`src/rtl/vlane_pkg.sv`:
```
/*
 * Shared localparams of the vector lane: datapath and VRF geometry,
 * instruction field widths, operation codes, operand queue sizing and
 * the two-view ALU word.
 */

package vlane_pkg;

  // Datapath
  localparam int unsigned ElenWidth = 64;
  localparam int unsigned StrbWidth = ElenWidth / 8;

  // VRF geometry, address is {register, word index}
  localparam int unsigned NrVRegs      = 32;
  localparam int unsigned VRegWords    = 4;
  localparam int unsigned VRegWidth    = 5;
  localparam int unsigned WordIdxWidth = 2;
  localparam int unsigned VAddrWidth   = VRegWidth + WordIdxWidth;

  // Instruction fields, vl is in words (1 to VRegWords)
  localparam int unsigned VlWidth  = 3;
  localparam int unsigned IdWidth  = 3;
  localparam int unsigned OpWidth  = 3;
  localparam int unsigned SewWidth = 1;

  localparam logic [OpWidth-1:0] OpAdd   = 3'd0;
  localparam logic [OpWidth-1:0] OpSub   = 3'd1;
  localparam logic [OpWidth-1:0] OpAnd   = 3'd2;
  localparam logic [OpWidth-1:0] OpOr    = 3'd3;
  localparam logic [OpWidth-1:0] OpXor   = 3'd4;
  localparam logic [OpWidth-1:0] OpStore = 3'd5;

  localparam logic [SewWidth-1:0] Sew16 = 1'b0;
  localparam logic [SewWidth-1:0] Sew32 = 1'b1;

  // Operand queues, depth must be a power of two
  localparam int unsigned QueueDepth = 2;
  localparam int unsigned QPtrWidth  = $clog2(QueueDepth);
  localparam int unsigned QCntWidth  = $clog2(QueueDepth + 1);
  localparam int unsigned NrQueues   = 3;

  // Queue tags carried with each VRF read
  localparam int unsigned TgtWidth = 2;
  localparam logic [TgtWidth-1:0] TgtA  = 2'd0;
  localparam logic [TgtWidth-1:0] TgtB  = 2'd1;
  localparam logic [TgtWidth-1:0] TgtSt = 2'd2;

  // One datapath word, seen as 2 x 32 bit or 4 x 16 bit elements
  typedef union packed {
    logic [ElenWidth-1:0]     w;
    logic [1:0][31:0]         e32;
    logic [3:0][15:0]         e16;
  } alu_word_u;

endpackage
```
`src/rtl/lane_alu.sv`:
```
/*
 * Element-wise integer ALU (ADD, SUB, AND, OR, XOR) at 16 or 32 bit
 * elements, with a registered result written back over req/gnt.
 */

`timescale 1ns/100ps

module lane_alu import vlane_pkg::*; (
  input  logic                  clk_i,
  input  logic                  rst_n_i,
  input  logic                  cmd_valid_i,
  input  logic [OpWidth-1:0]    cmd_op_i,
  input  logic [SewWidth-1:0]   cmd_sew_i,
  input  logic [VRegWidth-1:0]  cmd_vd_i,
  input  logic [VlWidth-1:0]    cmd_vl_i,
  input  logic [ElenWidth-1:0]  a_i,
  input  logic [ElenWidth-1:0]  b_i,
  input  logic                  opnd_valid_i,
  output logic                  opnd_ready_o,
  output logic                  res_req_o,
  output logic [VAddrWidth-1:0] res_addr_o,
  output logic [ElenWidth-1:0]  res_wdata_o,
  input  logic                  res_gnt_i,
  output logic                  done_o
);

  logic                 busy_q, res_req_q, done_q;
  logic [VlWidth-1:0]   pop_idx_q, wr_cnt_q;
  logic [OpWidth-1:0]   op_q;
  logic [SewWidth-1:0]  sew_q;
  logic [VRegWidth-1:0] vd_q;
  logic [VlWidth-1:0]   vl_q;
  alu_word_u            opa, opb, res;
  logic                 pop, last_gnt;

  // A held result blocks further pops
  assign opnd_ready_o = busy_q && !res_req_q;
  assign pop          = opnd_valid_i && opnd_ready_o;
  assign last_gnt     = res_req_q && res_gnt_i && ((wr_cnt_q + 1'b1) == vl_q);
  assign res_req_o    = res_req_q;
  assign done_o       = done_q;

  // A holds vs1, B holds vs2, SUB is vs2 - vs1
  always_comb begin
    opa.w = a_i;
    opb.w = b_i;
    res.w = '0;
    case (op_q)
      OpAdd, OpSub: begin
        if (sew_q == Sew32) begin
          for (int i = 0; i < 2; i++)
            res.e32[i] = (op_q == OpSub) ? opb.e32[i] - opa.e32[i] : opb.e32[i] + opa.e32[i];
        end else begin
          for (int i = 0; i < 4; i++)
            res.e16[i] = (op_q == OpSub) ? opb.e16[i] - opa.e16[i] : opb.e16[i] + opa.e16[i];
        end
      end
      OpAnd:   res.w = opa.w & opb.w;
      OpOr:    res.w = opa.w | opb.w;
      OpXor:   res.w = opa.w ^ opb.w;
      default: res.w = '0;
    endcase
  end

  always_ff @(posedge clk_i or negedge rst_n_i) begin
    if (!rst_n_i) begin
      busy_q    <= 1'b0;
      res_req_q <= 1'b0;
      done_q    <= 1'b0;
      pop_idx_q <= '0;
      wr_cnt_q  <= '0;
    end else begin
      done_q <= last_gnt;
      if (cmd_valid_i) begin
        busy_q    <= 1'b1;
        pop_idx_q <= '0;
        wr_cnt_q  <= '0;
      end
      if (pop) begin
        res_req_q <= 1'b1;
        pop_idx_q <= pop_idx_q + 1'b1;
      end else if (res_req_q && res_gnt_i) begin
        res_req_q <= 1'b0;
        wr_cnt_q  <= wr_cnt_q + 1'b1;
      end
      if (last_gnt) busy_q <= 1'b0;
    end
  end

  always_ff @(posedge clk_i) begin
    if (cmd_valid_i) begin
      op_q  <= cmd_op_i;
      sew_q <= cmd_sew_i;
      vd_q  <= cmd_vd_i;
      vl_q  <= cmd_vl_i;
    end
    if (pop) begin
      res_wdata_o <= res.w;
      res_addr_o  <= {vd_q, pop_idx_q[WordIdxWidth-1:0]};
    end
  end

endmodule

```
`config.mk`:
```
export PLATFORM = sky130hd
export DESIGN_NAME = lane_alu
export DESIGN_NICKNAME = d
export VERILOG_FILES = /design/src/rtl/vlane_pkg.sv /design/src/rtl/lane_alu.sv
export SDC_FILE = /design/constraint.sdc
export NUM_CORES = 1
export LEC_CHECK = 0
export ABC_AREA = 1
export BUFFER_PORTS_ARGS = -buffer_cell sky130_fd_sc_hd__buf_4
export CAP_MARGIN = 20
export CORE_ASPECT_RATIO = 1.4
export CORE_MARGIN = 2
export CORE_UTILIZATION = 60
export CTS_BUF_LIST = sky130_fd_sc_hd__clkbuf_4 sky130_fd_sc_hd__clkbuf_8 sky130_fd_sc_hd__clkbuf_16
export DETAILED_ROUTE_END_ITERATION = 8
export PLACE_DENSITY = 0.87
export RECOVER_POWER = 50
export SLEW_MARGIN = 20
export SYNTH_ARGS = -nofsm -noshare
export SYNTH_HDL_FRONTEND = slang
export SYNTH_SLANG_ARGS = --single-unit
```
`constraint.sdc`:
```
create_clock -name clk_i -period 5.1 [get_ports clk_i]
set_clock_uncertainty 0.15 [all_clocks]
set_input_delay 0.255 -clock clk_i [delete_from_list [all_inputs] [get_ports clk_i]]
set_output_delay 0.255 -clock clk_i [all_outputs]
set_load 0.01 [all_outputs]
```
==> flow_metrics.py <==
metrics = {
    "place": {
        "numPortBuffers": 218,
        "place_inst": 2867,
        "post-dp-hpwl_um": 44810,
        "preCtsSetupSlack_ns": 1.193,
        "globalplace.congestion": 1.103,
    },
    "clocking": {
        "holdBufCountCts": 14,
        "cts_resized": 0,
        "clock-root-buffer": "clkbuf_16",
        "cts_max_level": 3,
        "tritoncts": "done",
        "clk_pin_slew_ns": 0.07,
        "post-cts-setup-buffers": 0,
        "cts_made_buffers": 9,
        "worstSkewPairLatency_ns": 0.38,
        "cts_max_path_buffers": 2,
        "cts_sinks": 91,
    },
    "route": {
        "drc": 0,
        "wl_per_cell_um": 19.66,
        "vias": 17063,
        "dr.pass1.iters": 7,
        "antenna_left": 0,
        "wl_um": 57020,
        "drt-initial-drc-count": 1466,
        "avgViaCountPerCell": 5.884,
    },
    "critical_path": {
        "crit_arrival_ns": 4.00,
        "start_kind": "register",
        "cp_max_fo": 53,
        "timing_worst_setup_path_type": "register to register",
        "required_ns": 5.06,
        "endpoint_kind": "register",
    },
    "timing": {
        "hold_viol_final": 0,
        "setup_tns_ns": 0,
        "worst_slew_pin_slew_ns": 1.216,
        "slew_headroom_pct": 18.87,
        "clock.fmax_mhz": 247.6,
        "slew_violations": 0,
        "rsz0062_at_grt": "no",
        "finalCriticalPeriod_ns": 4.038,
        "finalSetupViolations": 0,
        "final.setup.worst_slack_ns": 1.062,
        "fin_crit_sh_pct": 79.18,
    },
    "die": {
        "io_pins": 219,
        "die_h_um": 190.7,
        "start_util_pct": 60.78,
        "core_area_sq_um": 24590,
        "std_cell_rows": 68,
        "die_area_sq_um": 26210,
        "die_w_um": 137.4,
    },
    "synthesis": {
        "synth_top_area_share_pct": 18.84,
        "synthFlopType": "edfxtp_1",
        "syn_nets": 2740,
        "netlist_area_sq_um": 14950,
        "yosysTopAreaCell": "ha_1",
        "yosys_warnings": 0,
        "ys_seq_elements": 91,
        "synth-edff-count": 83,
        "ys_types": 51,
        "syn_inst": 2366,
        "synth-async-reset-ratio_pct": 8.791,
        "yosysSeqAreaShare_pct": 18.02,
        "ys_top_cells_by_area": "ha_1, nand2_1, edfxtp_1, inv_1, nor2_1",
        "synth.avg_cell_area_sq_um": 6.317,
    },
    "grt": {
        "grt_pass1_vias": 17373,
        "grt_max_degree": 54,
        "antenna_found_initial": 2,
        "gr-total-overflow": 0,
        "grt_pass1_wl_um": 87060,
        "track_usage_pct": 43.60,
    },
    "pwr": {
        "p_leak_nw": 9.513,
        "power_density_nw_per_um2": 223.1,
        "peakVddDrop_v": 0.0002162,
    },
    "run": {
        "cap_violations": 0,
    },
    "final_layout": {
        "layout-drive-gt1-share_pct": 8.869,
        "final_cells": 2900,
        "final_nets": 2951,
        "areaGrowthSynthToFinish_pct": 13.72,
    },
    "outcome": {
        "status": "finished clean",
    },
    "min_path": {
        "hold_class": "input port to register",
    },
}
-- power breakdown --
group / leakage, nW / internal (W) / total (W) / switching (W)
sequential: 0.903 / 0.000977 / 0.00103 / 0.0000522
combinational: 8.46 / 0.000670 / 0.00205 / 0.00138
clock: 0.148 / 0.000369 / 0.000712 / 0.000343
-- synthesized netlist by cell type, types with 3 or more instances --
master / n
buf_2: 20
o21ai_2: 8
nand3_1: 158
xor2_1: 78
o21a_1: 3
nor3_2: 3
or2_2: 26
o21ai_0: 70
xnor2_1: 5
nand3b_1: 3
and2_1: 3
inv_2: 8
nand2_1: 712
nor2_2: 4
nor4_1: 5
inv_1: 434
o211ai_1: 6
dfrtp_1: 8
nand2_2: 4
nor3_1: 15
nor2_1: 230
o31ai_1: 4
o2111ai_1: 21
a21oi_1: 103
edfxtp_1: 83
nand4_1: 24
a221oi_1: 36
a31oi_1: 3
fa_1: 4
clkbuf_1: 14
a21o_1: 4
buf_4: 3
o21ai_1: 4
o21bai_1: 15
ha_1: 225
-- state kept, by name, indices dropped and copies added (netlist names) --
register / count
sew_q: 1
res_wdata_o: 64
res_addr_o: 7
op_q: 3
busy_q: 1
res_req_o: 1
vd_q: 5
wr_cnt_q: 3
pop_idx_q: 2
done_o: 1
vl_q: 3
-- metrics by stage --
stage                     utilization [%]  total power (W)  hold slack, ns  instance area, sq um
after floorplan                         -         0.002326         -0.1906                 14950
after global placement              68.49         0.003022        -0.07450                 16840
after detailed placement            68.49         0.003084        -0.07007                 16840
after CTS                           70.25         0.003794         0.08068                 17270
after global routing                69.11         0.004028          0.2160                 16990
final                               69.12         0.003791          0.1279                 17000
-- layout by cell type (no fill, tap or decap), types with 4 or more instances in the layout --
master / count
a21o_1: 4
a21oi_1: 103
a221oi_1: 36
buf_4: 138
clkbuf_1: 76
clkbuf_16: 10
clkbuf_4: 13
dfrtp_1: 8
dlygate4sd3_1: 14
edfxtp_1: 83
fa_1: 4
ha_1: 225
inv_1: 434
inv_2: 8
nand2_1: 712
nand2_2: 4
nand3_1: 158
nand4_1: 24
nor2_1: 230
nor2_2: 4
nor3_1: 15
nor4_1: 5
o2111ai_1: 21
o211ai_1: 6
o21ai_0: 70
o21ai_1: 4
o21ai_2: 8
o21bai_1: 15
o31ai_1: 4
or2_2: 26
xnor2_1: 5
xor2_1: 78
-- routing by layer --
metal | wire, um | track usage [%]
met2 | 27130 | 74.05
met3 | 4669 | 8.825
met5 | 0 | 0
met4 | 6622 | 44.45
met1 | 18600 | 42.20
-- final timing paths --
path,slack [ns],end,cells after the start,from
max reg2reg,1.06,res_wdata_o[59],17,op_q[2]
max,1.06,res_wdata_o[59],17,op_q[2]
min,0.13,res_req_o,3,opnd_valid_i
min reg2reg,0.28,res_addr_o[4],0,vd_q[2]
min in group asynchronous,0.18,busy_q,2,rst_n_i
max in group asynchronous,4.27,res_req_o,2,rst_n_i
-- cell families after synthesis --
| family | count (synthesis) | synth area share (%) |
|---|---|---|
| buffers and inverters | 482 | 12.46 |
| xor gates and xnor gates | 83 | 4.864 |
| AOI/OAI and AO/OA | 284 | 12.00 |
| DFF | 91 | 18.02 |
| and+or+nand+nor | 1197 | 33.29 |
| adders and majority gates | 229 | 19.37 |
-- cell type report --
| type | instances | area [sq um] |
|---|---|---|
| diodes | 3 | 7.507 |
| flip-flops and latches | 91 | 2693 |
| repair buffers | 240 | 1551 |
| fillers | 2228 | 7592 |
| clock buffers | 11 | 257.7 |
| clock inverters | 5 | 36.28 |
| inverters | 442 | 1659 |
| multi-input cells | 1793 | 10400 |
| well taps | 315 | 394.1 |
-- critical path, stage by stage (launching register included) --
cell      delay [ns]
edfxtp_1        0.43
inv_1           0.11
nand3_4         0.09
buf_4           0.61
o31ai_4         0.35
nand2_1         0.16
o21ai_0         0.13
ha_1            0.41
a21oi_1         0.26
nand2_1         0.11
a21oi_1         0.23
nor2_1          0.10
nor2_1          0.15
nand2_1         0.07
nand2_1         0.05
nand3_1         0.13
nand2_1         0.12
nand2_1         0.06
(Power assumes the default switching activity.)
