<file path="config.mk">
export PLATFORM = sky130hd
export DESIGN_NAME = operand_requester
export DESIGN_NICKNAME = d
export VERILOG_FILES = /design/src/rtl/vlane_pkg.sv /design/src/rtl/operand_requester.sv
export SDC_FILE = /design/constraint.sdc
export NUM_CORES = 1
export LEC_CHECK = 0
export BUFFER_PORTS_ARGS = -buffer_cell sky130_fd_sc_hd__buf_2
export CORE_AREA = 2 2 100 102
export DETAILED_ROUTE_END_ITERATION = 6
export DIE_AREA = 0 0 102 104
export PLACE_DENSITY_LB_ADDON = 0.3
export SKIP_CTS_REPAIR_TIMING = 1
export SYNTH_ARGS = -nofsm -noshare
export SYNTH_HDL_FRONTEND = slang
export SYNTH_SLANG_ARGS = --single-unit
export TNS_END_PERCENT = 20
</file>
<file path="constraint.sdc">
create_clock -name clk_i -period 3.1 [get_ports clk_i]
set_clock_uncertainty 0.15 [all_clocks]
set_input_delay 0.155 -clock clk_i [delete_from_list [all_inputs] [get_ports clk_i]]
set_output_delay 0.155 -clock clk_i [all_outputs]
set_load 0.03 [all_outputs]
</file>
<file path="src/rtl/vlane_pkg.sv">
/*
 * Shared localparams of the vector lane: datapath and VRF geometry,
 * instruction field widths, operation codes, operand queue sizing and
 * the two-view ALU word.
 */

package vlane_pkg;

  // Datapath
  localparam int unsigned ElenWidth = 64;
  localparam int unsigned StrbWidth = ElenWidth / 8;

  // VRF geometry, address is {register, word index}
  localparam int unsigned NrVRegs      = 32;
  localparam int unsigned VRegWords    = 4;
  localparam int unsigned VRegWidth    = 5;
  localparam int unsigned WordIdxWidth = 2;
  localparam int unsigned VAddrWidth   = VRegWidth + WordIdxWidth;

  // Instruction fields, vl is in words (1 to VRegWords)
  localparam int unsigned VlWidth  = 3;
  localparam int unsigned IdWidth  = 3;
  localparam int unsigned OpWidth  = 3;
  localparam int unsigned SewWidth = 1;

  localparam logic [OpWidth-1:0] OpAdd   = 3'd0;
  localparam logic [OpWidth-1:0] OpSub   = 3'd1;
  localparam logic [OpWidth-1:0] OpAnd   = 3'd2;
  localparam logic [OpWidth-1:0] OpOr    = 3'd3;
  localparam logic [OpWidth-1:0] OpXor   = 3'd4;
  localparam logic [OpWidth-1:0] OpStore = 3'd5;

  localparam logic [SewWidth-1:0] Sew16 = 1'b0;
  localparam logic [SewWidth-1:0] Sew32 = 1'b1;

  // Operand queues, depth must be a power of two
  localparam int unsigned QueueDepth = 2;
  localparam int unsigned QPtrWidth  = $clog2(QueueDepth);
  localparam int unsigned QCntWidth  = $clog2(QueueDepth + 1);
  localparam int unsigned NrQueues   = 3;

  // Queue tags carried with each VRF read
  localparam int unsigned TgtWidth = 2;
  localparam logic [TgtWidth-1:0] TgtA  = 2'd0;
  localparam logic [TgtWidth-1:0] TgtB  = 2'd1;
  localparam logic [TgtWidth-1:0] TgtSt = 2'd2;

  // One datapath word, seen as 2 x 32 bit or 4 x 16 bit elements
  typedef union packed {
    logic [ElenWidth-1:0]     w;
    logic [1:0][31:0]         e32;
    logic [3:0][15:0]         e16;
  } alu_word_u;

endpackage
</file>
<file path="src/rtl/operand_requester.sv">
/*
 * Operand requester. Walks the VRF read addresses of the running
 * instruction and arbitrates the single VRF port between ALU
 * write-back, load writes and operand reads, in that order.
 */

`timescale 1ns/100ps

module operand_requester import vlane_pkg::*; (
  input  logic                  clk_i,
  input  logic                  rst_n_i,
  input  logic                  op_req_valid_i,
  output logic                  op_req_ready_o,
  input  logic [VRegWidth-1:0]  op_req_vs1_i,
  input  logic [VRegWidth-1:0]  op_req_vs2_i,
  input  logic [VlWidth-1:0]    op_req_vl_i,
  input  logic                  op_req_store_i,
  input  logic [NrQueues-1:0]   queue_credit_i,
  input  logic                  alu_res_req_i,
  input  logic [VAddrWidth-1:0] alu_res_addr_i,
  input  logic [ElenWidth-1:0]  alu_res_wdata_i,
  output logic                  alu_res_gnt_o,
  input  logic                  ldu_req_i,
  input  logic [VAddrWidth-1:0] ldu_addr_i,
  input  logic [ElenWidth-1:0]  ldu_wdata_i,
  input  logic [StrbWidth-1:0]  ldu_be_i,
  output logic                  ldu_gnt_o,
  output logic                  vrf_req_o,
  output logic                  vrf_wen_o,
  output logic [VAddrWidth-1:0] vrf_addr_o,
  output logic [ElenWidth-1:0]  vrf_wdata_o,
  output logic [StrbWidth-1:0]  vrf_be_o,
  output logic [TgtWidth-1:0]   vrf_tgt_o
);

  logic                 busy_q, phase_q, store_q;
  logic [VRegWidth-1:0] vs1_q, vs2_q;
  logic [VlWidth-1:0]   vl_q, word_q;

  logic [TgtWidth-1:0]   rd_tgt;
  logic [VAddrWidth-1:0] rd_addr;
  logic                  rd_want, rd_fire, word_step;

  ////////////////////////////////////////////////////////////////////////////
  // Read address walk
  ////////////////////////////////////////////////////////////////////////////

  // ALU ops alternate vs1 word (queue A) and vs2 word (queue B)
  assign rd_tgt  = store_q ? TgtSt : (phase_q ? TgtB : TgtA);
  assign rd_addr = {(store_q || phase_q) ? vs2_q : vs1_q, word_q[WordIdxWidth-1:0]};

  // Only read when the target queue has room
  assign rd_want   = busy_q && queue_credit_i[rd_tgt];
  assign rd_fire   = rd_want && !alu_res_req_i && !ldu_req_i;
  assign word_step = rd_fire && (store_q || phase_q);

  assign op_req_ready_o = !busy_q;

  always_ff @(posedge clk_i or negedge rst_n_i) begin
    if (!rst_n_i) begin
      busy_q  <= 1'b0;
      phase_q <= 1'b0;
      word_q  <= '0;
    end else if (op_req_valid_i && op_req_ready_o) begin
      busy_q  <= 1'b1;
      phase_q <= 1'b0;
      word_q  <= '0;
    end else if (rd_fire) begin
      phase_q <= !store_q && !phase_q;
      if (word_step) begin
        word_q <= word_q + 1'b1;
        if ((word_q + 1'b1) == vl_q) busy_q <= 1'b0;
      end
    end
  end

  always_ff @(posedge clk_i) begin
    if (op_req_valid_i && op_req_ready_o) begin
      vs1_q   <= op_req_vs1_i;
      vs2_q   <= op_req_vs2_i;
      vl_q    <= op_req_vl_i;
      store_q <= op_req_store_i;
    end
  end

  ////////////////////////////////////////////////////////////////////////////
  // VRF port arbitration
  ////////////////////////////////////////////////////////////////////////////

  always_comb begin
    vrf_req_o     = 1'b0;
    vrf_wen_o     = 1'b0;
    vrf_addr_o    = rd_addr;
    vrf_wdata_o   = alu_res_wdata_i;
    vrf_be_o      = '1;
    vrf_tgt_o     = rd_tgt;
    alu_res_gnt_o = 1'b0;
    ldu_gnt_o     = 1'b0;
    if (alu_res_req_i) begin
      // Full-word write-back
      vrf_req_o     = 1'b1;
      vrf_wen_o     = 1'b1;
      vrf_addr_o    = alu_res_addr_i;
      alu_res_gnt_o = 1'b1;
    end else if (ldu_req_i) begin
      vrf_req_o   = 1'b1;
      vrf_wen_o   = 1'b1;
      vrf_addr_o  = ldu_addr_i;
      vrf_wdata_o = ldu_wdata_i;
      vrf_be_o    = ldu_be_i;
      ldu_gnt_o   = 1'b1;
    end else if (rd_want) begin
      vrf_req_o = 1'b1;
    end
  end

endmodule

</file>
==> results of run 1 <==
==> per-stage QoR <==
step	cell area [µm²]	total power (W)
after detailed placement	3220	0.00104
after global placement	3220	0.00103
after global routing	3410	0.00129
final	3410	0.00121
after CTS	3260	0.00121
after floorplan	1820	0.000793
==> layout make-up <==
cell class	count	area, µm²
sequential	19	546
antenna	1	2.50
multi-input combinational	127	1180
tap	133	166
timing repair buffer	273	1460
clock buffer	4	45.0
fill	1006	6130
inverter	4	15.0
==> sequential cells by signal (all words and copies together) (netlist names) <==
register	cells
vs2_q	5
busy_q	1
vl_q	3
word_q	3
phase_q	1
store_q	1
vs1_q	5
==> critical path, delay by kind of cell (launching register included) <==
kind / cells / cell delay [ns]
buf+inv: 1 / 0.17
mux: 2 / 0.56
compound gates: 1 / 0.11
simple gates: 1 / 0.50
flops: 1 / 0.48
==> synth_stat cells, drive strengths merged (3+ instances only) <==
cell type / count
nand2: 11
mux2i: 10
inv: 4
buf: 12
dfrtp: 5
nand2b: 10
mux2: 70
o21ai: 10
edfxtp: 14
nor2: 4
xnor2: 3
==> cells by family (layout without fill, tap and decap cells) <==
kind of cell	count (synthesis)	in the layout	synth area share (%)
adder cells (fa/ha/maj)	1	1	0.689
buffers and inverters	16	281	5.17
multiplexers	80	80	49.1
AND/OR/NAND/NOR	29	29	8.41
XOR/XNOR	4	4	1.93
AO/OA/AOI/OAI	13	13	4.62
flip-flops	19	19	30.0
other	0	1	0
==> power breakdown <==
| part | internal (W) | switching, W |
|---|---|---|
| Clock | 0.0000912 | 0.0000793 |
| Combinational | 0.000305 | 0.000388 |
| Sequential | 0.000310 | 0.0000403 |
==> worst paths after layout <==
kind                                         end  slack, ns  cells after the start
setup / recovery                   vrf_addr_o[3]       0.73                      5
min in group asynchronous    phase_q$_DFFE_PN0P_       0.09                      2
hold reg to reg               busy_q$_DFFE_PN0P_       0.42                      1
max in group asynchronous  word_q[1]$_DFFE_PN0P_       2.58                      2
hold / removal                busy_q$_DFFE_PN0P_       0.01                      2
setup reg to reg              busy_q$_DFFE_PN0P_       1.23                      4
==> cells in the final DEF (no fill, tap or decap) <==
| cell | netlist | final |
|---|---|---|
| edfxtp_1 | 14 | 14 |
| clkbuf_1 | 0 | 1 |
| o2111ai_2 | 1 | 1 |
| nand2_1 | 11 | 11 |
| dfrtp_1 | 5 | 5 |
| nor2b_4 | 0 | 1 |
| nand2b_1 | 10 | 10 |
| a211o_1 | 1 | 1 |
| mux2i_1 | 10 | 10 |
| inv_1 | 4 | 4 |
| mux2_2 | 69 | 69 |
| nor2_2 | 2 | 2 |
| nor2_1 | 2 | 2 |
| dlygate4sd3_1 | 0 | 15 |
| and2b_2 | 1 | 1 |
| clkbuf_8 | 0 | 3 |
| o21ai_1 | 2 | 2 |
| xnor2_1 | 3 | 3 |
| or2b_1 | 1 | 1 |
| xor2_1 | 1 | 1 |
| o32a_1 | 1 | 1 |
| diode_2 | 0 | 1 |
| mux2_4 | 1 | 1 |
| buf_12 | 0 | 1 |
| o21ai_0 | 8 | 8 |
| buf_2 | 3 | 257 |
| or3_1 | 1 | 1 |
| ha_1 | 1 | 1 |
==> routing by layer <==
layer  routed length, µm  share of wire (%)  track usage, %  vias up
li1                    -                  -               -     1120
met3                1030                 11            4.91       10
met1                4000                 43            21.7     1041
met5                  13               0.14               0        -
met2                4220                 45            24.7      136
met4                  89               0.95            3.33        2
==> flow_summary.ini, run 1 <==
[clocking]
cts_tree = yes
htreeDepth = 1
cts.path.max_buffers = 2
cts_made_buffers = 3
clock-sinks = 19
cts_root_buf = clkbuf_8
clk-insertion-delay-late_ns = 0.25
path_clk_slew_ns = 0.07

[routing]
drt_first_pass_iters = 4
drt-total-wl_mm = 9.34
postRouteAntennaNets = 0
avgViaCountPerCell = 4.12
wl_per_cell_um = 16.7
drc = 0
vias = 2309
drtIter0Drc = 53

[grt]
grt_pass1_wl_mm = 13.0
antenna_found_initial = 2
grt_util_all_layers_pct = 15.9
grt-ovfl-total = 0
grt_pass1_vias = 2217
grt_start_max_net_pins = 62

[die]
dieArea_mm2 = 0.0106
die_w_um = 102
rows = 36
initial_core_util_pct = 19.0
coreArea_mm2 = 0.00955
die_y_um = 104
io_pins = 258

[setup_path]
cp_slowest_cell = nor2_2
required_ns = 2.79
cp-start-kind = flip-flop
crit_arrival_ns = 2.07
r2r_start = word_q[0]$_DFFE_PN0P_
critical_path.cell_chain = nor2_2 > mux2i_1 > o21ai_0 > mux2_2 > buf_2
worstSetupPathType = flip-flop to primary output
worstPathMaxFanout = 9
startpoint = store_q$_DFFE_PP_
crit_path_end_kind = primary output
critPathMaxStageDelay_ns = 0.50

[yosys]
synthArstFlopShare_pct = 26.3
synth_area_leader_cell = mux2_2
synth-edff-count = 14
synthFlopType = edfxtp_1
yosysTopAreaCellShare_pct = 42.8
synth_cell_types = 25
seq_area_frac_synth_pct = 30.0
syn_area_per_cell_um2 = 11.2
synth_cells = 162
syn-num-nets = 335
yosys_warnings = 0
ys_seq_elements = 19
synth_area_leaders = mux2_2, edfxtp_1, dfrtp_1, mux2i_1, nand2b_1
syn_area_mm2 = 0.00182

[sta]
fmax_ghz = 0.422
setup-tns-final_ns = 0
layout_worst_path_cycle_share_pct = 76.5
max-slew-margin-rel_pct = 60.1
fin_hold_ws_ns = 0.0103
worst_slew_pin_slew_ns = 0.598
hold_violations = 0
slew_violations = 0
period_needed_ns = 2.37
fin_ws_ns = 0.729
finalSetupViolCount = 0
rsz0062_at_grt = no

[placement]
port_buffers = 257
hpwl_mm = 8.13
place_congestion = 0.923
place_ws_ns = 0.940
dp_cells = 541

[finish]
drive_gt1_share_pct = 78.7
area_growth_pct = 88.1
final_util_pct = 35.8
stdcell_count = 561
fin_nets = 601

[flow_run]
drv_cap = 0

[power]
powerDensity_mw_per_mm2 = 355
ir_worst_vdd_v = 0.000256
leakagePower_nw = 1.73

[outcome]
status = finished clean

[min_path]
min_path_type = input pin to flip-flop
min-delay-start = op_req_valid_i
(Power assumes the default switching activity.)
==> inputs of run 2 (changes only) <==
==> constraint.sdc (replaced) <==
create_clock -name clk_i -period 2.5 [get_ports clk_i]
set_clock_uncertainty 0.15 [all_clocks]
set_input_delay 0.125 -clock clk_i [delete_from_list [all_inputs] [get_ports clk_i]]
set_output_delay 0.125 -clock clk_i [all_outputs]
set_load 0.03 [all_outputs]
==> run 2 against run 1 <==
Largest power group unchanged. Setup slack got worse by 0.49 ns. Sequential cell count unchanged. Power increased by 24%. Global-route usage decreased by 1.5 points. Utilization increased by 0.22 points.
==> flow_summary.ini, run 2 (synthesized netlist as in run 1, its figures left out) <==
[outcome]
status = finished clean

[sta]
finalSetupViolCount = 0
setup-tns-final_ns = 0
hold_violations = 0
layout_worst_path_cycle_share_pct = 90.6
max-slew-margin-rel_pct = 60.8
worst_slew_pin_slew_ns = 0.588
period_needed_ns = 2.27
slew_violations = 0
fmax_ghz = 0.441
fin_hold_ws_ns = 0.0524
rsz0062_at_grt = no

[setup_path]
startpoint = store_q$_DFFE_PP_
r2r-end = busy_q$_DFFE_PN0P_
crit_arrival_ns = 1.99
rrSetupSlack_ns = 0.66
reg2regPathDepth = 4
cp-start-kind = flip-flop
worstPathMaxFanout = 9
r2r_start = word_q[0]$_DFFE_PN0P_
crit_end = vrf_addr_o[6]
required_ns = 2.23
worstSetupPathType = flip-flop to primary output
crit_path_end_kind = primary output

[clocking]
htreeDepth = 1
clock-sinks = 19
cts_made_buffers = 3
clk-insertion-delay-late_ns = 0.26
cts.path.max_buffers = 2
cts_root_buf = clkbuf_8
cts_tree = yes
path_clk_slew_ns = 0.08

[die]
die_w_um = 102
io_pins = 258
initial_core_util_pct = 19.0
die_y_um = 104
dieArea_mm2 = 0.0106
rows = 36
coreArea_mm2 = 0.00955

[power]
powerDensity_mw_per_mm2 = 440
p_int_w = 0.000877
p_switching_w = 0.000633
combinationalPowerShare_pct = 56.7
leakagePower_nw = 1.74
p_sw_share_pct = 41.9
p_seq_share_pct = 28.5
ir_worst_vdd_v = 0.000297
clockPowerShare_pct = 14.7

[grt]
grt-ovfl-total = 0
grt_pass1_vias = 2139
grt_start_max_net_pins = 65
antenna_found_initial = 0
grt_pass1_wl_mm = 11.8
grt_util_all_layers_pct = 14.4

[routing]
drt-total-wl_mm = 8.48
drt_first_pass_iters = 4
vias = 2259
avgViaCountPerCell = 4.01
postRouteAntennaNets = 0
drtIter0Drc = 53
drc = 0
wl_per_cell_um = 15.1

[finish]
largest_registers = vs1_q (5), vs2_q (5)
final_cell_mix = buf_2, mux2_2, dlygate4sd3_1
stdcell_count = 563
fin_nets = 603
area_growth_pct = 89.2
final_common_cell = buf_2
final_util_pct = 36.0
drive_gt1_share_pct = 78.8

[min_path]
min_path_type = input pin to asynchronous set/reset pin

[placement]
hpwl_mm = 7.49
dp_cells = 542
port_buffers = 257
place_congestion = 0.774

[flow_run]
drv_cap = 0
==> run 2: cell count changes in the layout (fill, tap and decap cells not counted) <==
cell,delta
dlygate4sd3_1,+1
clkbuf_1,-1
clkinvlp_4,+1
buf_4,+1
==> run 2: through the flow <==
step	total power, W	instance area [µm²]	setup slack [ns]
after floorplan	0.000983	1820	0.741
after CTS	0.00151	3270	0.182
after global routing	0.00161	3430	0.0585
final	0.00151	3440	0.234
after global placement	0.00127	3220	0.549
after detailed placement	0.00129	3220	0.481
==> run 2: area by class of cell <==
class | count | area (µm²)
repair buffers | 275 | 1470
fillers | 1015 | 6110
diodes | 1 | 2.50
flip-flops and latches | 19 | 546
clock inverters | 1 | 7.51
clock buffers | 3 | 41.3
well taps | 133 | 166
multi-input cells | 127 | 1180
inverters | 4 | 15.0
==> run 2: power groups by stage <==
stage          combinational (W)  sequential (W)  clock [W]
6_report                0.000857        0.000431   0.000222
5_1_grt                 0.000928        0.000439   0.000241
4_1_cts                 0.000851        0.000431   0.000229
3_5_place_dp            0.000849        0.000439          0
3_3_place_gp            0.000838        0.000435          0
2_1_floorplan           0.000558        0.000425          0
==> run 2: critical path, cell delays in order, from the launching register on <==
cell and delay, ns:
edfxtp_1 0.47, nor2_2 0.48, mux2i_1 0.26, o21ai_0 0.08
mux2_2 0.27, buf_2 0.18
==> run 2: worst min path at each step <==
stage / from / endpoint
2_1_floorplan: rst_n_i / busy_q$_DFFE_PN0P_
3_3_place_gp: rst_n_i / busy_q$_DFFE_PN0P_
3_5_place_dp: rst_n_i / busy_q$_DFFE_PN0P_
4_1_cts: rst_n_i / busy_q$_DFFE_PN0P_
5_1_grt: rst_n_i / phase_q$_DFFE_PN0P_
6_report: rst_n_i / busy_q$_DFFE_PN0P_
==> run 2: layer usage <==
layer | vias up | share of wire, % | wire length (µm) | GRT usage [%]
met1 | 1004 | 42 | 3560 | 18.5
met3 | 6 | 11 | 914 | 4.37
met4 | 0 | 0.85 | 72 | 2.57
met5 | - | 0 | 0 | 0
li1 | 1124 | - | - | -
met2 | 125 | 46 | 3930 | 23.9
