`src/rtl/vlane_pkg.sv`:
```
/*
 * Shared localparams of the vector lane: datapath and VRF geometry,
 * instruction field widths, operation codes, operand queue sizing and
 * the two-view ALU word.
 */

package vlane_pkg;

  // Datapath
  localparam int unsigned ElenWidth = 64;
  localparam int unsigned StrbWidth = ElenWidth / 8;

  // VRF geometry, address is {register, word index}
  localparam int unsigned NrVRegs      = 32;
  localparam int unsigned VRegWords    = 4;
  localparam int unsigned VRegWidth    = 5;
  localparam int unsigned WordIdxWidth = 2;
  localparam int unsigned VAddrWidth   = VRegWidth + WordIdxWidth;

  // Instruction fields, vl is in words (1 to VRegWords)
  localparam int unsigned VlWidth  = 3;
  localparam int unsigned IdWidth  = 3;
  localparam int unsigned OpWidth  = 3;
  localparam int unsigned SewWidth = 1;

  localparam logic [OpWidth-1:0] OpAdd   = 3'd0;
  localparam logic [OpWidth-1:0] OpSub   = 3'd1;
  localparam logic [OpWidth-1:0] OpAnd   = 3'd2;
  localparam logic [OpWidth-1:0] OpOr    = 3'd3;
  localparam logic [OpWidth-1:0] OpXor   = 3'd4;
  localparam logic [OpWidth-1:0] OpStore = 3'd5;

  localparam logic [SewWidth-1:0] Sew16 = 1'b0;
  localparam logic [SewWidth-1:0] Sew32 = 1'b1;

  // Operand queues, depth must be a power of two
  localparam int unsigned QueueDepth = 2;
  localparam int unsigned QPtrWidth  = $clog2(QueueDepth);
  localparam int unsigned QCntWidth  = $clog2(QueueDepth + 1);
  localparam int unsigned NrQueues   = 3;

  // Queue tags carried with each VRF read
  localparam int unsigned TgtWidth = 2;
  localparam logic [TgtWidth-1:0] TgtA  = 2'd0;
  localparam logic [TgtWidth-1:0] TgtB  = 2'd1;
  localparam logic [TgtWidth-1:0] TgtSt = 2'd2;

  // One datapath word, seen as 2 x 32 bit or 4 x 16 bit elements
  typedef union packed {
    logic [ElenWidth-1:0]     w;
    logic [1:0][31:0]         e32;
    logic [3:0][15:0]         e16;
  } alu_word_u;

endpackage
```
`src/rtl/lane_sequencer.sv`:
```
/*
 * Lane sequencer. Holds the running instruction, hands one read command
 * to the operand requester and one command to the ALU, and reports
 * completion from the ALU done pulse or from the store pop count.
 */

`timescale 1ns/100ps

module lane_sequencer import vlane_pkg::*; (
  input  logic                 clk_i,
  input  logic                 rst_n_i,
  input  logic [OpWidth-1:0]   pe_req_op_i,
  input  logic [SewWidth-1:0]  pe_req_sew_i,
  input  logic [VRegWidth-1:0] pe_req_vd_i,
  input  logic [VRegWidth-1:0] pe_req_vs1_i,
  input  logic [VRegWidth-1:0] pe_req_vs2_i,
  input  logic [VlWidth-1:0]   pe_req_vl_i,
  input  logic [IdWidth-1:0]   pe_req_id_i,
  input  logic                 pe_req_valid_i,
  output logic                 pe_req_ready_o,
  output logic                 pe_resp_valid_o,
  output logic [IdWidth-1:0]   pe_resp_id_o,
  output logic                 op_req_valid_o,
  input  logic                 op_req_ready_i,
  output logic [VRegWidth-1:0] op_req_vs1_o,
  output logic [VRegWidth-1:0] op_req_vs2_o,
  output logic [VlWidth-1:0]   op_req_vl_o,
  output logic                 op_req_store_o,
  output logic                 alu_cmd_valid_o,
  output logic [OpWidth-1:0]   alu_cmd_op_o,
  output logic [SewWidth-1:0]  alu_cmd_sew_o,
  output logic [VRegWidth-1:0] alu_cmd_vd_o,
  output logic [VlWidth-1:0]   alu_cmd_vl_o,
  input  logic                 alu_done_i,
  input  logic                 stu_pop_i
);

  logic                 busy_q, op_pend_q, alu_pend_q;
  logic [VlWidth-1:0]   pop_cnt_q;
  logic [OpWidth-1:0]   op_q;
  logic [SewWidth-1:0]  sew_q;
  logic [VRegWidth-1:0] vd_q, vs1_q, vs2_q;
  logic [VlWidth-1:0]   vl_q;
  logic [IdWidth-1:0]   id_q;
  logic                 accept, is_store, finish;

  assign pe_req_ready_o = !busy_q;
  assign accept         = pe_req_valid_i && pe_req_ready_o;
  assign is_store       = (op_q == OpStore);

  // Store ends on the last pop, ALU ops on the done pulse
  assign finish = busy_q && (is_store ? (stu_pop_i && ((pop_cnt_q + 1'b1) == vl_q))
                                      : alu_done_i);

  assign pe_resp_valid_o = finish;
  assign pe_resp_id_o    = id_q;

  assign op_req_valid_o = op_pend_q;
  assign op_req_vs1_o   = vs1_q;
  assign op_req_vs2_o   = vs2_q;
  assign op_req_vl_o    = vl_q;
  assign op_req_store_o = is_store;

  assign alu_cmd_valid_o = alu_pend_q;
  assign alu_cmd_op_o    = op_q;
  assign alu_cmd_sew_o   = sew_q;
  assign alu_cmd_vd_o    = vd_q;
  assign alu_cmd_vl_o    = vl_q;

  always_ff @(posedge clk_i or negedge rst_n_i) begin
    if (!rst_n_i) begin
      busy_q     <= 1'b0;
      op_pend_q  <= 1'b0;
      alu_pend_q <= 1'b0;
      pop_cnt_q  <= '0;
    end else begin
      // ALU command is a single-cycle pulse
      alu_pend_q <= 1'b0;
      if (op_pend_q && op_req_ready_i) op_pend_q <= 1'b0;
      if (stu_pop_i) pop_cnt_q <= pop_cnt_q + 1'b1;
      if (finish) busy_q <= 1'b0;
      if (accept) begin
        busy_q     <= 1'b1;
        op_pend_q  <= 1'b1;
        alu_pend_q <= (pe_req_op_i != OpStore);
        pop_cnt_q  <= '0;
      end
    end
  end

  always_ff @(posedge clk_i) begin
    if (accept) begin
      op_q  <= pe_req_op_i;
      sew_q <= pe_req_sew_i;
      vd_q  <= pe_req_vd_i;
      vs1_q <= pe_req_vs1_i;
      vs2_q <= pe_req_vs2_i;
      vl_q  <= pe_req_vl_i;
      id_q  <= pe_req_id_i;
    end
  end

endmodule

```
`config.mk`:
```
export PLATFORM = sky130hd
export DESIGN_NAME = lane_sequencer
export DESIGN_NICKNAME = d
export VERILOG_FILES = /design/src/rtl/vlane_pkg.sv /design/src/rtl/lane_sequencer.sv
export SDC_FILE = /design/constraint.sdc
export NUM_CORES = 1
export LEC_CHECK = 0
export ABC_AREA = 1
export BUFFER_PORTS_ARGS = -buffer_cell sky130_fd_sc_hd__buf_2
export CORE_ASPECT_RATIO = 1.25
export CORE_MARGIN = 8
export CORE_UTILIZATION = 42
export CTS_BUF_LIST = sky130_fd_sc_hd__clkbuf_8 sky130_fd_sc_hd__clkbuf_16
export CTS_CLUSTER_SIZE = 28
export DETAILED_ROUTE_END_ITERATION = 8
export HOLD_SLACK_MARGIN = 0.02
export PLACE_DENSITY = 0.77
export SLEW_MARGIN = 5
export SYNTH_ARGS = -nofsm -noshare
export SYNTH_HDL_FRONTEND = slang
export SYNTH_SLANG_ARGS = --single-unit
```
`constraint.sdc`:
```
create_clock -name clk_i -period 2.1 [get_ports clk_i]
set_clock_uncertainty 0.1 [all_clocks]
set_input_delay 0.105 -clock clk_i [delete_from_list [all_inputs] [get_ports clk_i]]
set_output_delay 0.105 -clock clk_i [all_outputs]
set_load 0.01 [all_outputs]
```
==> run summary, run 1 <==
The number of warnings printed during yosys synthesis was 0; the critical path required time was 1890 ps. The initial antenna violation count came out at 0. In this run the tool buffered the top-level ports with 63 buffer cells. For the max-slew violation count, the log shows 0.

The type of origin of the critical path is a register. The post-route DRC violation count is 0, and the count of antenna diodes in the layout is 0. At the later pin of the worst-skew pair, clock insertion delay measures 270 ps. In this run, post-CTS hold repair placed 28 buffers.

The routed design has 3080 um of wire. The post-CTS repair timing setup buffer count came out at 0. Timing would allow up to 539 MHz.

Measured along the y axis, the die boundary spans 74.2 um. The floorplan has 21 rows. The initial cell density of the core was 0.433. The run gives 16 as the number of different library cells in the post-synthesis netlist. Setup repair after global routing left no endpoint under its margin.

In the post-synthesis netlist, the biggest area contributors are edfxtp_1, dfrtp_1, nand2_1. The cell area power density is 836 nW/um^2. The top-area cell type share of the netlist area is 0.660. Using the TritonRoute via totals, the vias-per-cell ratio works out to 4.54. Global-route wire length before repair: 4930 um. The clock drives 31 sinks.

The number of placed instances, taps included, is 173. Worst-case clock buffer depth: 2. The post-route clock period utilization was 0.884; the via count of the first global-routing pass was 1,128. Data on the critical path arrives at its endpoint at 1650 ps. The DRC marker count from the first detailed-route iteration is 50, and the setup TNS is 0 ps. STA classifies the critical path endpoint as an output port.

The flow ran to the end, and the final reports show no timing, DRC or antenna violations. Detailed placement HPWL: 2030 um. The capture point of the worst path is pe_resp_valid_o. The layout has 197 filler cells.

Buffers inserted during clock tree synthesis total 5. The share of cell area taken by muxes after synthesis was 0; the number of cells upsized or downsized after cts was 0. The aggregate global routing overflow was 0.

The total area inside the core boundary comes to 2630 um^2. The post-synthesis adder-cell area fraction was 0.0110; the worst-case reg-to-reg path depth was 8. The H-tree was split into 2 levels. The worst setup path category was register to output port. The first detailed-routing pass took 4 iterations. TritonCTS built the clock tree. Path type of the worst min-delay path: primary input to register.

A synthesized cell averages 14.6 um^2. The number of nets in the synthesized netlist is 110. For the headroom to the max-slew limit, the log shows 0.783. VDD sags by at most 0.000623 V. The congestion estimate from routability-driven global placement came to 0.781. The max-capacitance violation count came out at 0. The worst register-to-register path ends at busy_q. The synthesized design spends more area on one cell type than any other, namely edfxtp_1. In this run the horizontal extent of the chip is 62.5 um. The run gives 0.136 as the total track usage. The run gives 0.000872 uW as the static leakage.

The critical path startpoint was pop_cnt_q[0]. The area growth from synthesis to layout is 61.6%. The number of top-level pins is 64. The sequential cell area was 901 um^2; the number of failing hold endpoints at the final stage was 0. In this run the worst path has a maximum fanout of 4. After detailed routing, the average wire length per cell comes to 14.8 um.

The cell sitting at the root of the clock tree is a clkbuf_8. The pin count of the biggest net entering global routing is 29, and the sequential element share of the synthesized area is 0.792. The area fraction in compound gates after synthesis is 0.0374, and the count of endpoints failing setup in the final report is 0. The flop and latch count out of synthesis was 31; the post-detailed-route count of antenna-violating nets was 0. The xor/xnor cell area share of the yosys netlist is 0.00770. The routed layout has 944 vias. For this run, the post-layout net count is 206. After synthesis the cells add up to 1140 um^2. The cell count after synthesis came out at 78. Clock-pin slew was measured on the worst setup and hold paths at 60 ps. For the pin with the worst max-slew slack, the measured transition is 325 ps.

The share of cells above drive strength 1 is 0.420. Dominant combinational cell family by area after synthesis: simple AND/OR/NAND/NOR gates. The multi-input combinational cell area was 169 um^2; the simple-gate share of the synthesized area was 0.0924. The smallest clock period supported by the final layout is computed as 1860 ps. The finished layout holds 208 standard cells, fillers aside.

Setup slack on the worst reg-to-reg path comes out at 610 ps. Die footprint: 4640 um^2. The worst register-to-register path begins at pop_cnt_q[0].
flip-flops by register name (all words and copies together), names as in the netlist:
| register | flops |
|---|---|
| op_req_valid_o | 1 |
| busy_q | 1 |
| pe_resp_id_o | 3 |
| pop_cnt_q | 3 |
| alu_cmd_sew_o | 1 |
| alu_cmd_op_o | 3 |
| alu_cmd_vl_o | 3 |
| alu_cmd_valid_o | 1 |
| op_req_vs1_o | 5 |
| alu_cmd_vd_o | 5 |
| op_req_vs2_o | 5 |
cells in the final DEF (no fill, tap or decap), types with 2 or more instances in the layout:
cell type      Yosys  layout
buf_2              0      63
dlygate4sd3_1      0      28
edfxtp_1          25      25
nand2_1           14      14
inv_1             12      12
dfrtp_1            6       6
clkbuf_8           0       5
nand3_1            4       4
nor2_1             4       4
o21ai_0            2       2
synthesized netlist by cell type:
cell	instances
buf_4	3
a21oi_1	1
o211ai_1	1
nand3_2	1
a21oi_2	1
dfrtp_1	6
o21ai_0	2
nand3b_1	1
nand3_1	4
nand2_1	14
inv_1	12
edfxtp_1	25
ha_1	1
o21bai_2	1
xnor2_1	1
nor2_1	4
worst max-delay path, cell delays in order (launching register included):
cell     delay [ps]
dfrtp_1         420
ha_1            310
inv_1            60
nand2_1          60
nand2_1          50
nor2_1          130
nand3_2         100
a21oi_2         110
buf_2           130
kinds of logic (layout without fill, tap and decap cells):
kind of cell | Yosys count | after routing
flip-flops | 31 | 31
AND/OR/NAND/NOR | 24 | 24
buffers and inverters | 15 | 111
AO/OA/AOI/OAI | 6 | 6
adder cells (fa/ha/maj) | 1 | 1
XOR/XNOR | 1 | 1
layer usage:
metal / vias to the layer above / part of all wire / GRT usage
met5: - / 0 / 0
met4: 0 / 0.012 / 0.0533
met3: 5 / 0.17 / 0.114
met2: 55 / 0.46 / 0.227
met1: 435 / 0.36 / 0.119
li1: 449 / - / -
per-stage QoR:
step                      hold slack [ps]  setup slack [ps]  total power (uW)   util  area (um^2)
after floorplan                      -291               457               966      -         1140
after global placement               -165               605              1070  0.563         1480
after detailed placement             -160               546              1090  0.563         1480
after CTS                            36.6               233              1550  0.700         1840
after global routing                 84.9               153              1620  0.700         1840
final                                50.0               244              1540  0.700         1840
where the power goes:
part           switching (uW)  internal (uW)  total, uW
sequential               37.7            752        790
clock                     196            220        416
combinational             182            149        331
total                     416           1120       1540
cell type report:
cell class                 count  area share
clock buffer                   5      0.0374
clock inverter                 2     0.00477
inverter                      12      0.0245
multi-input combinational     32      0.0919
sequential                    31       0.490
tap                           34      0.0231
timing repair buffer          92       0.328
how the worst min path moves through the flow:
stage / from / endpoint / slack (ps) / depth (start not counted)
2_1_floorplan: rst_n_i / alu_cmd_valid_o / -290 / 0
3_3_place_gp: rst_n_i / pop_cnt_q[1] / -170 / 1
3_5_place_dp: rst_n_i / pop_cnt_q[0] / -160 / 1
4_1_cts: pe_req_valid_i / op_req_valid_o / 40 / 3
5_1_grt: alu_done_i / busy_q / 80 / 4
6_report: pe_req_valid_i / op_req_valid_o / 50 / 3
(Power assumes the default switching activity.)
==> inputs of run 2 (changes only) <==
Settings changed: BUFFER_PORTS_ARGS -buffer_cell sky130_fd_sc_hd__buf_2 to -buffer_cell sky130_fd_sc_hd__clkbuf_2, CORE_MARGIN 8 to default.
==> run summary, run 2 (synthesis gave the netlist of run 1 again) <==
The flow ran to the end, and the final reports show no timing, DRC or antenna violations. The detailed-route vias per instance works out to 4.56. The critical path is of the register to output port type.

The worst hold path terminates at op_req_valid_o. The final hold slack was 52.7 ps; the clock network latency to the later pin of the worst-skew pair was 270 ps. In this run the worst path has a maximum fanout of 4.

The tools report the worst reg2reg path endpoint as busy_q. The worst setup path is captured at an output port. The width of the chip was 48.5 um.

Counting every sink on the clock net gives 31. The clock buffer count from CTS is 5, and the transition at the pin with the smallest max-transition slack is 335 ps. The number of antenna diodes in the final layout is 0. The max-slew violation count was 0; the core area was 2500 um^2. The post-route clock period utilization came out at 0.907.

The via count of the first global-routing pass is 1,000. Derived from the worst setup path, the maximum achievable clock frequency is 525 MHz. The routed wire length was 2830 um. The post-CTS repair timing setup buffer count is 0, and the clock-pin slew reported for the worst setup and hold paths after clock tree synthesis is 60 ps. Total power for the finished layout comes to 1540 uW. Initial antenna violation count: 0. The count of buffers added on input and output ports is 63. STA puts the critical path data required time at 1890 ps. Setup repair after global routing left no endpoint under its margin.

The run gives 2 as the worst-case clock buffer depth. The tools report the total track usage as 0.219. In this run the count of I/O pins placed on the die edge is 64.

For the initial cell density of the core, the log shows 0.455. For the number of failing hold endpoints at the final stage, the log shows 0. Entering global routing, the biggest net connects 29 pins. The analysis attributes to cell leakage a power of 0.000894 uW.

Detailed routing inserted a total of 949 vias. The tools report the post-route DRC violation count as 0. The first global-routing pass estimated 4490 um of wire.

Most common library cell in the layout ignoring fill and taps: clkbuf_2. The routability congestion estimate from global placement was 0.764; the number of standard-cell rows in the floorplan was 20. The tools report the worst setup slack after placement as 535 ps. The tools report the root buffer cell as clkbuf_8.

The synthesis-to-finish area growth was 61.7%; the first-pass iteration count of the detailed router was 4. In this run the power density over the cells is 835 nW/um^2. Summed over all nets, the half-perimeter wirelength after detailed placement is 1600 um. For the number of cells upsized or downsized after cts, the log shows 0.

In this run the critical register-to-register path is launched from pop_cnt_q[0]. Global-route track usage on met1: 0.216. TritonCTS built the clock tree. The detailed-route wire length per cell works out to 13.6 um.

The detailed router finished its first iteration with 26 violations. The count of endpoints failing setup in the final report was 0; the global routing met2 resource utilization was 0.416. Once detail routing completed, the nets flagged for antenna violations numbered 0.

The logs give 600 ps for the worst-case register-to-register setup slack and 0 for the max-capacitance violation count. The tools report the aggregate global routing overflow as 0. The die footprint is 2920 um^2, and the worst-case reg-to-reg path depth is 8. In the final design database the tool counted 206 nets.

The hold path depth is 3. In the layout the commonest cells are clkbuf_2, dlygate4sd3_1, edfxtp_1, inv_1, nand2_1. Share of cells above drive strength 1: 0.411. IR analysis of the VDD net gives a maximum drop of 0.000596 V.

STA classifies the critical path startpoint as a register. The routing usage on met3 is 0.0789. The die is 60.2 um tall.

Setup slack on the critical path of the routed design comes to 195 ps. For the setup TNS, the log shows 0 ps. The worst hold path begins at pe_req_valid_i. The headroom to the max-slew limit came out at 0.777. The most crowded layer after global routing is met2. The path type of the worst min-delay path is primary input to register.

The logs give 1700 ps for the arrival time of data at the critical path endpoint and 2 for the H-tree level count. The final critical-path required period was 1910 ps.
## run 2: final cells by class
class	instances	area, um^2
Multi-Input combinational cell	32	169
Sequential cell	31	901
Inverter	12	45.0
Timing Repair Buffer	92	603
Tap cell	33	41.3
Clock buffer	5	68.8
Fill cell	179	663
Clock inverter	3	11.3
## run 2: through the flow
stage	instances	utilization	area, um^2
after global placement	172	0.591	1480
final	208	0.735	1840
after global routing	208	0.735	1840
after floorplan	78	-	1140
after CTS	208	0.735	1840
after detailed placement	172	0.591	1480
## run 2: worst max path at each step
stage | endpoint | slack [ps] | startpoint | cells past startpoint
floorplan | alu_cmd_op_o[0] | 460 | busy_q | 3
global placement | pe_resp_valid_o | 600 | pop_cnt_q[0] | 8
detailed placement | pe_resp_valid_o | 540 | pop_cnt_q[0] | 8
CTS | pe_resp_valid_o | 230 | pop_cnt_q[0] | 8
global route | pe_resp_valid_o | 120 | pop_cnt_q[0] | 7
finish | pe_resp_valid_o | 190 | pop_cnt_q[0] | 8
## run 2: per-layer routing
layer / vias up / routed length [um]
met5: - / 0
met1: 438 / 1070
met3: 5 / 260
met2: 54 / 1470
met4: 0 / 36
li1: 452 / -
## run 2: critical path: stages (launching register included)
cell and delay (ps):
dfrtp_1 430, ha_1 320, inv_1 60, nand2_1 50, nand2_1 50, nor2_1 130, nand3_2 100, a21oi_2 140
clkbuf_2 150
## run 2: repair_timing
| action | 4_1_cts | 5_1_grt |
|---|---|---|
| endpoints found under the hold margin | 34 | 0 |
| endpoints found under the setup margin | 0 | 0 |
| hold buffers | 28 | 0 |
## run 2: power breakdown
group | leakage (uW) | internal [uW] | switching (uW)
Sequential | 0.000310 | 752 | 41.8
Combinational | 0.000532 | 148 | 181
Clock | 0.0000519 | 220 | 192
Total | 0.000894 | 1120 | 415
